**config.mk**
```make
export PLATFORM = sky130hd
export DESIGN_NAME = program_regs
export DESIGN_NICKNAME = d
export VERILOG_FILES = /design/src/datapath_pkg.sv /design/src/program_regs.sv
export SDC_FILE = /design/constraint.sdc
export NUM_CORES = 1
export LEC_CHECK = 0
export ABC_AREA = 1
export BUFFER_PORTS_ARGS = -buffer_cell sky130_fd_sc_hd__buf_2
export CORE_MARGIN = 2
export CORE_UTILIZATION = 50
export DETAILED_ROUTE_END_ITERATION = 10
export HOLD_SLACK_MARGIN = 0.15
export PLACE_DENSITY_LB_ADDON = 0.05
export SLEW_MARGIN = 40
export SYNTH_ARGS = -nofsm -noshare
export SYNTH_HDL_FRONTEND = slang
export SYNTH_SLANG_ARGS = --single-unit
```
**constraint.sdc**
```tcl
create_clock -name clk -period 2.23 [get_ports clk]
set_input_delay 0.1115 -clock clk [delete_from_list [all_inputs] [get_ports clk]]
set_output_delay 0.1115 -clock clk [all_outputs]
set_load 0.005 [all_outputs]
```
**src/datapath_pkg.sv**
```systemverilog
package datapath_pkg;

    localparam int WORD_W      = 32;
    localparam int ADDR_W      = 9;
    localparam int RAM_DEPTH   = 1 << ADDR_W;
    localparam int NUM_GPR     = 16;
    localparam int NUM_BUS_SRC = 24;
    // Immediate field of IR, bits 18:0
    localparam int IMM_W       = 19;

    typedef logic [WORD_W-1:0]   word_t;
    typedef logic [2*WORD_W-1:0] dword_t;

    typedef enum logic [4:0] {
        op_add  = 5'd0,
        op_sub  = 5'd1,
        op_and  = 5'd2,
        op_or   = 5'd3,
        op_shr  = 5'd4,
        op_shra = 5'd5,
        op_shl  = 5'd6,
        op_ror  = 5'd7,
        op_rol  = 5'd8,
        op_mul  = 5'd9,
        op_div  = 5'd10,
        op_neg  = 5'd11,
        op_not  = 5'd12
    } alu_op_e;

    // Branch condition from IR bits 20:19
    typedef enum logic [1:0] {
        con_zero     = 2'b00,
        con_nonzero  = 2'b01,
        con_positive = 2'b10,
        con_negative = 2'b11
    } con_e;

    // Bus source index, same order as the drive strobe vector
    typedef enum logic [4:0] {
        src_r0, src_r1, src_r2, src_r3, src_r4, src_r5, src_r6, src_r7,
        src_r8, src_r9, src_r10, src_r11, src_r12, src_r13, src_r14, src_r15,
        src_hi, src_lo, src_zhigh, src_zlow,
        src_pc, src_mdr, src_inport, src_cimm
    } bus_src_e;

endpackage

```
**src/program_regs.sv**
```systemverilog
`timescale 1ns/100ps

module program_regs (
    input  logic                 clk,
    input  logic                 arst_n,
    input  datapath_pkg::word_t  bus,
    input  logic                 pc_load,
    input  logic                 pc_inc,
    input  logic                 ir_load,
    input  logic                 con_load,
    output datapath_pkg::word_t  pc,
    output datapath_pkg::word_t  ir,
    output logic                 con_flag
);
    import datapath_pkg::*;

    con_e cond;
    logic cond_met;

    // Load wins over increment
    always_ff @(posedge clk or negedge arst_n) begin
        if (!arst_n) begin
            pc <= '0;
        end else if (pc_load) begin
            pc <= bus;
        end else if (pc_inc) begin
            pc <= pc + word_t'(1);
        end
    end

    always_ff @(posedge clk or negedge arst_n) begin
        if (!arst_n) begin
            ir <= '0;
        end else if (ir_load) begin
            ir <= bus;
        end
    end

    assign cond = con_e'(ir[20:19]);

    always_comb begin
        case (cond)
            con_zero:     cond_met = (bus == '0);
            con_nonzero:  cond_met = (bus != '0);
            con_positive: cond_met = !bus[WORD_W-1] && (bus != '0);
            con_negative: cond_met = bus[WORD_W-1];
            default:      cond_met = 1'b0;
        endcase
    end

    always_ff @(posedge clk or negedge arst_n) begin
        if (!arst_n) begin
            con_flag <= 1'b0;
        end else if (con_load) begin
            con_flag <= cond_met;
        end
    end

endmodule

```
# After elaboration in Yosys (flattened, before gate mapping)
# Cells that the tools add are included.
[word_totals]
reg_bits = 65
n_memories = 0
latchBits = 0
mem_bits_ro = 0
word_cells = 16
ramBits = 0
output_inout_bits = 65
[classes]
n_reduce_logical = 6
n_mul = 0
n_addsub = 1
n_bitwise = 0
div = 0
shift = 0
mux = 3
magnitude_cmp = 0
eq_ne = 3
[op_table]
columns = ["op", "n"]
rows = [
  ["32-bit 2-to-1 mux", 2],
  ["32-bit by 1-bit adder with 32-bit output (second input constant)", 1],
  ["32-bit zero test", 1],
  ["32-bit nonzero test", 1],
  ["2-bit == test (second input constant)", 2],
  ["1-bit one-hot mux with 4 select lines", 1],
  ["2-bit by 1-bit == test with 1-bit output (second input constant)", 1],
  ["2-bit zero test", 1],
  ["2-bit nonzero test", 1],
  ["1-bit logical AND", 1],
  ["1-bit zero test", 1],
]

# Depth between registers and ports, before layout
# Gate-level depths: netlist of run 1.
[logic_depth]
ltp_word = 3
mapped_depth = 11
depth_no_buf = 11

# Least setup slack after synthesis of run 1
# No wires, ideal clock.
[synth_timing]
kind = "register to register"
startpoint = "reg pc[0]"
endpoint = "reg pc[30]"
synth_period_minus_slack_ns = 1.506
arrival_ns = 1.385
stages_incl_launch_ff = 10
slack_ns = 0.724
n_path_buf = 0
cell_sequence = "dfrtp_1 -> ha_1 -> nand3_1 -> nor2_2 -> inv_1 -> nor2_1 -> nand2_1 -> xor2_1 -> nand2_1 -> nand2_1"
[synth_between]
elab_chain_cells = 3
[synth_lines]
columns = ["item", "line_no", "text"]
rows = [
  ["from (decl)", "program_regs.sv:11", "output datapath_pkg::word_t pc,"],
  ["from (signal assigned)", "program_regs.sv:25", "pc <= bus;"],
  ["from (signal assigned)", "program_regs.sv:27", "pc <= pc + word_t'(1);"],
  ["32-bit by 1-bit adder with 32-bit output", "program_regs.sv:27", ""],
  ["32-bit 2-to-1 mux", "program_regs.sv:26", "end else if (pc_inc) begin"],
  ["32-bit 2-to-1 mux", "program_regs.sv:24", "end else if (pc_load) begin"],
]
# No other way between the ends. The select of a mux whose other input is x is not followed.
# A chain may end at the register's enable or synchronous reset.

# Worst setup path after layout of run 1
[layout_timing]
startpoint = "reg pc[0]"
endpoint = "reg pc[26]"
# Same word-level chain as after synthesis.

==> run summary, run 1 <==
PWR
--------------------------------------------------------------------------------
Pwr per Cell Area                                                    640 nW/um^2
Worst voltage drop across the vdd grid                                0.000358 V
Lkg Pwr                                                                  2.20 nW

PLACED DESIGN
--------------------------------------------------------------------------------
Number of port buffers                                                       102
Last weighted congestion value of the routability-driven placer            0.870
Post-Place Setup Slack                                                  0.502 ns
Area of placed instances                                              4170 sq um
Detailed-placement wirelength estimate                                   7.10 mm

LOGIC SYNTHESIS
--------------------------------------------------------------------------------
Synthesized netlist net count                                                445
Most area-hungry cell type in the Yosys netlist                          dfrtp_1
Flip-flop and latch count after synthesis                                     65
Register area share after synthesis                                        45.6%
Synthesized area divided by synthesized cell count                    8.80 sq um
Cell count after synthesis                                                   406
Post-Syn Area                                                         3570 sq um
Dominant cells by area after synthesis                              dfrtp_1 (46%), nand2_1 (11%), mux2_2 (9.5%), a22oi_1 (4.8%), nor2_1 (4.8%)
Count of unique library cells instantiated by Yosys                           30
Yosys warning total                                                            0
Post-synth top area share                                                  45.6%

TIMING
--------------------------------------------------------------------------------
Final total negative setup slack                                            0 ns
Achievable frequency                                                   0.565 GHz
Fraction of the cycle the final worst path needs                           79.4%
Actual transition at the worst max-transition pin                       0.769 ns
Endpoints failing setup                                                        0
Final min period                                                         1.77 ns
Maximum clock skew at final layout                                    0.00963 ns
Setup slack after layout                                                0.459 ns
Tightest slew margin relative to the limit                                 48.7%
RSZ-0062 raised after global routing                                       false
Slew Limit Fails                                                               0
Count of final hold-check violations                                           0

CRITICAL PATH
--------------------------------------------------------------------------------
CP bufs+invs                                                                   1
Element type at the critical path start                                 register
Data arrival time of the critical path                                   2.00 ns
Cell with the most instances on the worst path                           nand3_1
Longest individual stage delay on the worst path                         0.43 ns
Type of the worst setup path                                             reg2reg
Dominant delay contributor by cell family on the critical path      simple AND/OR/NAND/NOR gates
Standard cell with the maximum stage delay on the critical path          dfrtp_1
Kind of end point of the critical path                                  register
Crit path max fanout                                                           5
Required time worst endpoint                                             2.46 ns
CP cell instances                                                   ha_1 > nand3_1 > inv_2 > nand2_4 > nor2_4 > nand2_4 > nor2_4 > nand3_1 > nand3_1 > nand2_1

ROUTING
--------------------------------------------------------------------------------
Pre-Repair DR Iteration Count                                                  4
Average via count per standard cell                                         5.14
Violation count after the first detailed-route iteration                     169
Average wire length per cell after detail routing                        15.3 um
ANT nets after route                                                           0
Vias after detailed routing                                                3,318
Total wire length after detailed routing                                 9.87 mm
Detailed-route DRC error count                                                 0

GLOBAL ROUTE
--------------------------------------------------------------------------------
Layer with the highest usage after global routing                           met2
Maximum number of pins on one net before global-route repair                  38
Global-route met2 utilization                                              42.6%
GRT Residual Overflow                                                          0
GRT Overall Usage                                                          26.6%
Met1 GRT Util                                                              36.9%
Number of antenna violations at the first check in global routing              0
Via count of the first global-routing pass                                 3,262
Met3 track utilization from global routing                                 3.92%
Wire length of the first global-routing pass                             15.8 mm

WORST HOLD PATH
--------------------------------------------------------------------------------
Class of the most critical hold timing path                               in2reg

LAYOUT
--------------------------------------------------------------------------------
Net total in the final layout                                                583
Final core utilization                                                     68.5%
Finished layout cell area                                             4710 sq um
Leading cell type in the layout, fill and taps excluded                  nand2_1
Antenna diode instance count                                                   0
Most used cells in the layout excluding fill and tap cells          nand2_1 (105), buf_2 (102), dfrtp_1 (65)
Layout overhead on the synthesized area                                    31.9%
Fraction of final layout cells with drive strength greater than 1          32.6%

CTS
--------------------------------------------------------------------------------
TritonCTS clock tree                                                        done
Number of H-tree levels                                                        3
Largest buffer count on any clock path                                         2
Post-cts repair resize count                                                   0
Clock Sinks                                                                   65
Clk pin slew, worst setup/hold paths                                     0.07 ns
Number of buffers added by the clock tree synthesis step                       9
Clk root buf                                                            clkbuf_8
Skew-Pair Late Insertion Delay                                           0.34 ns

FLOORPLANNING
--------------------------------------------------------------------------------
Vertical die dimension                                                   88.5 um
Die outline width                                                        88.5 um
Std-Cell Core Area                                                    6870 sq um
Initial Util                                                               52.0%
Number of standard-cell rows in the floorplan                                 30
Die area                                                              7830 sq um
I/O Pins                                                                     103

RUN STATUS
--------------------------------------------------------------------------------
Result of the run                                                      completed

JOB
--------------------------------------------------------------------------------
Maximum capacitance violations                                                 0

==> per-layer routing <==
metal  wire, um  up-vias  part of all wire (%)
li1           -     1621                     -
met1       4490     1580                    45
met2       4580      103                    46
met3        628       14                   6.4
met4        172        0                   1.7
met5          0        -                     0
==> timing repair <==
action / in CTS / in global routing
hold buffers: 34 / 0
endpoints found under the hold margin: 130 / 0
buffers inserted: 0 / 0
==> kinds of logic (layout without fill, tap and decap cells) <==
| group | count (synthesis) | count (layout) | synth area share (%) |
|---|---|---|---|
| xor gates and xnor gates | 23 | 23 | 5.64 |
| DFF | 65 | 65 | 45.6 |
| adders and majority gates | 1 | 1 | 0.350 |
| muxes | 30 | 30 | 9.46 |
| and+or+nand+nor | 201 | 201 | 25.7 |
| buffers and inverters | 42 | 185 | 4.84 |
| AOI/OAI and AO/OA | 44 | 44 | 8.44 |
==> power breakdown <==
part / switching [mW] / leakage, nW / internal [mW]
sequential: 0.124 / 0.778 / 1.30
clock: 0.462 / 0.102 / 0.539
combinational: 0.302 / 1.32 / 0.289
total: 0.888 / 2.20 / 2.13
==> through the flow <==
step / power [mW] / hold WS (ns) / instances
floorplan: 1.72 / -0.184 / 406
global placement: 1.97 / 0.144 / 595
detailed placement: 1.99 / 0.149 / 595
CTS: 3.04 / 0.205 / 645
global route: 3.18 / 0.257 / 645
finish: 3.02 / 0.222 / 645
==> synthesized netlist by cell type <==
cell type    n
o221ai_1     3
a22oi_1     23
nand3_1     13
nor2_4       3
o21ai_0     10
buf_6        1
dfrtp_1     65
inv_1       23
nand4_1      5
nor3_1       9
nand3_2      1
nand2_4      4
nor2_2       7
or2_1        1
nand2_2      2
buf_2        6
o21bai_1     1
nand2_1    105
mux2_2      30
nor3_4       2
o21ai_1      3
and2_1       1
nor3_2       2
ha_1         1
xnor2_1      9
nor2_1      46
inv_2        6
xor2_1      14
clkbuf_1     6
o211ai_1     4
==> sequential cells by signal, summed over array words and instances, names as in the netlist <==
| signal | count |
|---|---|
| ir | 32 |
| pc | 32 |
| con_flag | 1 |
==> worst reg2reg max path: cells and delay by family (launching register included) <==
family | cells | cell delay [ns]
fa+ha+maj | 1 | 0.22
buf+inv | 1 | 0.12
flops | 1 | 0.43
simple gates | 8 | 0.90
==> path summary, 6_finish.rpt <==
check	startpoint	to	slack, ns	depth (start not counted)
hold reg to reg	con_flag	con_flag	0.49	2
hold / removal	pc_inc	pc[14]	0.22	4
setup reg to reg	pc[0]	pc[26]	0.46	10
max in group asynchronous	arst_n	pc[30]	1.53	3
setup / recovery	pc[0]	pc[26]	0.46	10
min in group asynchronous	arst_n	pc[8]	0.32	3
==> final cells by class <==
type | instances | area [sq um]
Tap cell | 96 | 120
Multi-Input combinational cell | 299 | 1780
Sequential cell | 65 | 1630
Inverter | 29 | 109
Clock inverter | 6 | 57.6
Fill cell | 606 | 2160
Timing Repair Buffer | 140 | 881
Clock buffer | 10 | 138
No activity file was read; power rests on OpenSTA's default activity.
==> run 2, diff against run 1 <==
==> constraint.sdc (replaced) <==
create_clock -name clk -period 1.84 [get_ports clk]
set_input_delay 0.092 -clock clk [delete_from_list [all_inputs] [get_ports clk]]
set_output_delay 0.092 -clock clk [all_outputs]
set_load 0.005 [all_outputs]
==> run 2 against run 1 <==
Setup slack got worse by 0.31 ns. Combinational power increased by 24%. Sequential power increased by 22%. Die area unchanged. Total power increased by 23%. Non-clock buffer count increased by 2. Clock skew increased by 0.0038 ns. Register-to-register slack got worse by 0.31 ns. Clock power increased by 26%. Critical path type unchanged. First-iteration DRC count increased by 15%. Largest cell class unchanged. Final area increased by 1.2%. Sequential share of layout area decreased by 0.43 points.
==> run summary, run 2 (synthesis gave the netlist of run 1 again) <==
TIMING
--------------------------------------------------------------------------------
Tightest slew margin relative to the limit                                 63.1%
Slew Limit Fails                                                               0
Actual transition at the worst max-transition pin                       0.552 ns
Fraction of the cycle the final worst path needs                           92.0%
Hold slack final                                                        0.176 ns
Endpoints failing setup                                                        0
Maximum clock skew at final layout                                     0.0134 ns
Final total negative setup slack                                            0 ns
Achievable frequency                                                   0.591 GHz
Count of final hold-check violations                                           0
Final min period                                                         1.69 ns
RSZ-0062 raised after global routing                                       false

FLOORPLANNING
--------------------------------------------------------------------------------
Vertical die dimension                                                   88.5 um
Number of standard-cell rows in the floorplan                                 30
Die outline width                                                        88.5 um
I/O Pins                                                                     103
Initial Util                                                               52.0%
Std-Cell Core Area                                                    6870 sq um
Die area                                                              7830 sq um

ROUTING
--------------------------------------------------------------------------------
Average via count per standard cell                                         5.13
ANT nets after route                                                           0
Average wire length per cell after detail routing                        15.4 um
Total wire length after detailed routing                                 9.94 mm
Detailed-route DRC error count                                                 0
Pre-Repair DR Iteration Count                                                  5
Vias after detailed routing                                                3,319
Violation count after the first detailed-route iteration                     195

WORST HOLD PATH
--------------------------------------------------------------------------------
Worst min-delay path startpoint                                           pc_inc
Sink of the worst hold path                                                pc[4]
Class of the most critical hold timing path                               in2reg
Cell depth of the worst min-delay path                                         4

PWR
--------------------------------------------------------------------------------
Psw                                                                      1.09 mW
Internal power                                                           2.64 mW
Worst voltage drop across the vdd grid                                0.000537 V
Pwr per Cell Area                                                    781 nW/um^2
Sequential share of power                                                  46.3%
Relative contribution of the clock network to total power                  33.9%
Switching share of power                                                   29.2%
Lkg Pwr                                                                  2.22 nW
Overall power consumption                                                3.72 mW
Combinational fraction of design power                                     19.8%

CTS
--------------------------------------------------------------------------------
Number of H-tree levels                                                        3
Number of buffers added by the clock tree synthesis step                       9
Clk pin slew, worst setup/hold paths                                     0.07 ns
Clock Sinks                                                                   65
Buffers inserted during post-CTS setup optimization                            0
Largest buffer count on any clock path                                         2
Skew-Pair Late Insertion Delay                                           0.35 ns
TritonCTS clock tree                                                        done
Clk root buf                                                            clkbuf_8

LAYOUT
--------------------------------------------------------------------------------
Finished layout cell area                                             4770 sq um
Layout overhead on the synthesized area                                    33.5%
Leading cell type in the layout, fill and taps excluded                  nand2_1
Most used cells in the layout excluding fill and tap cells          nand2_1 (105), buf_2 (102), dfrtp_1 (65)
Net total in the final layout                                                585
Final core utilization                                                     69.4%
Antenna diode instance count                                                   0
Largest regs                                                        ir: 32 flops, pc: 32 flops, con_flag: 1 flops
Fraction of final layout cells with drive strength greater than 1          32.7%

CRITICAL PATH
--------------------------------------------------------------------------------
Element type at the critical path start                                 register
Reg-to-reg endpoint                                                       pc[16]
Kind of end point of the critical path                                  register
Crit path max fanout                                                           5
Type of the worst setup path                                             reg2reg
Required time worst endpoint                                             2.13 ns
R2r worst-path depth                                                           9
Internal reg-to-reg setup slack                                          0.15 ns
Reg-to-reg startpoint                                                      pc[0]
Data arrival time of the critical path                                   1.98 ns

RUN STATUS
--------------------------------------------------------------------------------
Result of the run                                                      completed

GLOBAL ROUTE
--------------------------------------------------------------------------------
Wire length of the first global-routing pass                             16.4 mm
GRT Overall Usage                                                          27.5%
Number of antenna violations at the first check in global routing              0
Maximum number of pins on one net before global-route repair                  66
GRT Residual Overflow                                                          0
Via count of the first global-routing pass                                 3,399

JOB
--------------------------------------------------------------------------------
Maximum capacitance violations                                                 0

PLACED DESIGN
--------------------------------------------------------------------------------
Number of port buffers                                                       102
Detailed-placement wirelength estimate                                   7.16 mm
Area of placed instances                                              4220 sq um
Last weighted congestion value of the routability-driven placer            0.929

## run 2: layout make-up
class	instances	area [sq um]
multi-input combinational	299	1770
timing repair buffer	142	933
sequential	65	1630
fill	587	2100
clock buffer	12	155
tap	96	120
clock inverter	4	51.3
inverter	29	109
## run 2: how the worst max path moves through the flow
| stage | start | slack [ns] | to | depth (start not counted) |
|---|---|---|---|---|
| after floorplan | pc[0] | 0.33 | pc[30] | 9 |
| after global placement | pc[0] | 0.22 | pc[16] | 9 |
| after detailed placement | pc[0] | 0.17 | pc[26] | 10 |
| after CTS | pc[0] | 0.15 | pc[26] | 10 |
| after global routing | pc[0] | 0.02 | pc[26] | 10 |
| final | pc[0] | 0.15 | pc[16] | 9 |
## run 2: metrics by stage
| step | setup slack, ns | instances |
|---|---|---|
| after detailed placement | 0.174 | 597 |
| after CTS | 0.149 | 647 |
| after floorplan | 0.334 | 406 |
| final | 0.148 | 647 |
| after global routing | 0.0156 | 647 |
| after global placement | 0.221 | 597 |
## run 2: timing repair
item / 4_1_cts / 5_1_grt
hold buffers: 34 / 0
endpoints found under the hold margin: 130 / 0
resized for setup: 0 / 0
setup endpoints to repair: 0 / 0
## run 2: per-layer routing
metal  track usage (%)  share of wire, %  up-vias  routed length [um]
li1                  -                 -     1627                   -
met1              37.2                46     1579                4530
met2              44.0                47       99                4690
met3              5.22               5.3       14                 526
met4              10.6               1.9        0                 191
met5                 0                 0        -                   0
## run 2: worst max-delay path, cell delays in order, from the launching register on
cell and delay, ns:
dfrtp_1 0.42, ha_1 0.22, nand3_1 0.18, inv_2 0.12, nand2_4 0.07, nor2_4 0.16, nand2_4 0.08, xnor2_1 0.23
nand2_1 0.09, nand3_1 0.07
## run 2: power by group through the flow
stage	Combinational [mW]	Sequential, mW	Clock (mW)
6_report	0.735	1.73	1.26
5_1_grt	0.829	1.75	1.35
2_1_floorplan	0.341	1.74	0
3_5_place_dp	0.678	1.75	0
4_1_cts	0.739	1.72	1.30
3_3_place_gp	0.669	1.74	0
==> run 3, diff against run 2 <==
==> constraint.sdc (replaced) <==
create_clock -name clk -period 1.8 [get_ports clk]
set_input_delay 0.09 -clock clk [delete_from_list [all_inputs] [get_ports clk]]
set_output_delay 0.09 -clock clk [all_outputs]
set_load 0.005 [all_outputs]
==> run 3 against run 2 <==
First-iteration DRC count shrank 24%. Sequential power is essentially flat. Total power grew 8.6%. Critical endpoint is now pc[26].
==> run summary, run 3 (synthesis gave the netlist of run 1 again) <==
LAYOUT
--------------------------------------------------------------------------------
Largest regs                                                        ir: 32 flops, pc: 32 flops, con_flag: 1 flops
Fraction of final layout cells with drive strength greater than 1          33.2%
Layout overhead on the synthesized area                                    34.9%
Net total in the final layout                                                586
Leading cell type in the layout, fill and taps excluded                  nand2_1
Filler Cell Count                                                            570
Antenna diode instance count                                                   0
Final Non-Filler Cells                                                       648
Most used cells in the layout excluding fill and tap cells          nand2_1 (105), buf_2 (102), dfrtp_1 (65)

CRITICAL PATH
--------------------------------------------------------------------------------
Longest individual stage delay on the worst path                         0.44 ns
Cell count along the critical path                                            10
Data arrival time of the critical path                                   1.91 ns
Crit path max fanout                                                           5
Standard cell with the maximum stage delay on the critical path          dfrtp_1
R2r worst-path depth                                                          10
Element type at the critical path start                                 register
Kind of end point of the critical path                                  register
Required time worst endpoint                                             2.03 ns
CP cell instances                                                   ha_1 > nand3_2 > inv_2 > nand2_4 > nor2_4 > nand2_4 > nor2_4 > nand3_1 > nand3_1 > nand2_1
Type of the worst setup path                                             reg2reg
Dominant delay contributor by cell family on the critical path      simple AND/OR/NAND/NOR gates
CP bufs+invs                                                                   1

PLACED DESIGN
--------------------------------------------------------------------------------
Number of port buffers                                                       102
Detailed-placement wirelength estimate                                   7.26 mm
Last weighted congestion value of the routability-driven placer            0.925
Instance count after placement with tap cells included                       598

FLOORPLANNING
--------------------------------------------------------------------------------
Die outline width                                                        88.5 um
Initial Util                                                               52.0%
Die area                                                              7830 sq um
Std-Cell Core Area                                                    6870 sq um
I/O Pins                                                                     103
Vertical die dimension                                                   88.5 um
Number of standard-cell rows in the floorplan                                 30

ROUTING
--------------------------------------------------------------------------------
Vias after detailed routing                                                3,299
Average wire length per cell after detail routing                        15.3 um
Total wire length after detailed routing                                 9.91 mm
Pre-Repair DR Iteration Count                                                  5
Average via count per standard cell                                         5.09
ANT nets after route                                                           0
Detailed-route DRC error count                                                 0
Violation count after the first detailed-route iteration                     148

WORST HOLD PATH
--------------------------------------------------------------------------------
Class of the most critical hold timing path                               in2reg
Cell depth of the worst min-delay path                                         3

CTS
--------------------------------------------------------------------------------
Number of buffers added by the clock tree synthesis step                       9
Clock Sinks                                                                   65
Largest buffer count on any clock path                                         2
Clk pin slew, worst setup/hold paths                                     0.08 ns
Skew-Pair Late Insertion Delay                                           0.35 ns
Buffers inserted during post-CTS setup optimization                            0
Number of H-tree levels                                                        3
TritonCTS clock tree                                                        done
Clk root buf                                                            clkbuf_8

TIMING
--------------------------------------------------------------------------------
Achievable frequency                                                   0.596 GHz
Maximum clock skew at final layout                                     0.0117 ns
Final total negative setup slack                                            0 ns
RSZ-0062 raised after global routing                                       false
Final min period                                                         1.68 ns
Slew Limit Fails                                                               0
Count of final hold-check violations                                           0
Actual transition at the worst max-transition pin                       0.556 ns
Endpoints failing setup                                                        0
Tightest slew margin relative to the limit                                 62.9%
Fraction of the cycle the final worst path needs                           93.1%

GLOBAL ROUTE
--------------------------------------------------------------------------------
GRT Overall Usage                                                          26.7%
Wire length of the first global-routing pass                             15.8 mm
GRT Residual Overflow                                                          0
Number of antenna violations at the first check in global routing              0
Maximum number of pins on one net before global-route repair                  66
Via count of the first global-routing pass                                 3,278

JOB
--------------------------------------------------------------------------------
Maximum capacitance violations                                                 0

PWR
--------------------------------------------------------------------------------
Lkg Pwr                                                                  2.24 nW
Pwr per Cell Area                                                    839 nW/um^2
Worst voltage drop across the vdd grid                                0.000511 V

RUN STATUS
--------------------------------------------------------------------------------
Result of the run                                                      completed

==> run 3: cell count changes in the layout (fill, tap and decap cells not counted) <==
cell / before / now
clkbuf_1: 1 / 0
clkbuf_8: 11 / 9
nand3_1: 13 / 12
nand3_2: 1 / 2
buf_4: 3 / 4
bufinv_16: 1 / 3
clkinvlp_4: 1 / 2
==> run 3: layout make-up <==
type / count / area, sq um / area share [%]
tap: 96 / 120 / 2.49
timing repair buffer: 143 / 941 / 19.5
multi-input combinational: 299 / 1780 / 36.9
sequential: 65 / 1630 / 33.8
clock buffer: 9 / 124 / 2.57
inverter: 29 / 109 / 2.26
clock inverter: 7 / 119 / 2.47
==> run 3: worst reg2reg max path, stage by stage, from the launching register on <==
cell     delay (ns)
dfrtp_1        0.44
ha_1           0.24
nand3_2        0.15
inv_2          0.10
nand2_4        0.06
nor2_4         0.17
nand2_4        0.08
nor2_4         0.12
nand3_1        0.08
nand3_1        0.08
nand2_1        0.05
==> run 3: per-stage QoR <==
| step | area [sq um] | hold slack (ns) | total power [mW] | setup slack (ns) | util, % |
|---|---|---|---|---|---|
| 2_1_floorplan | 3570 | -0.206 | 2.13 | 0.294 | - |
| 3_3_place_gp | 4230 | 0.133 | 2.47 | 0.188 | 61.5 |
| 3_5_place_dp | 4230 | 0.139 | 2.49 | 0.107 | 61.5 |
| 4_1_cts | 4810 | 0.174 | 4.06 | 0.0707 | 70.0 |
| 5_1_grt | 4820 | 0.187 | 4.24 | 0.00517 | 70.1 |
| 6_report | 4820 | 0.175 | 4.04 | 0.123 | 70.1 |
==> run 3: timing repair <==
action | CTS | global route
hold endpoints to repair | 130 | 0
hold buffers | 34 | 0
endpoints found under the setup margin | 0 | 7
gates resized for setup | 0 | 1
==> run 3: path summary, 6_finish.rpt <==
| kind | slack (ns) | from | endpoint |
|---|---|---|---|
| hold / removal | 0.18 | ir_load | ir[20] |
| setup reg to reg | 0.12 | pc[0] | pc[26] |
| setup / recovery | 0.12 | pc[0] | pc[26] |
| max in group asynchronous | 1.22 | arst_n | ir[23] |
| hold reg to reg | 0.48 | con_flag | con_flag |
| min in group asynchronous | 0.29 | arst_n | ir[9] |
==> run 3: report_power, final <==
part / switching [mW] / internal, mW
Combinational: 0.386 / 0.373
Sequential: 0.153 / 1.61
Clock: 0.601 / 0.919
==> run 3: layer usage <==
| metal | vias to the layer above | track usage [%] | wire length (um) |
|---|---|---|---|
| li1 | 1635 | - | - |
| met1 | 1531 | 37.0 | 4570 |
| met2 | 114 | 42.2 | 4600 |
| met3 | 19 | 5.22 | 526 |
| met4 | 0 | 9.09 | 216 |
| met5 | - | 0 | 0 |
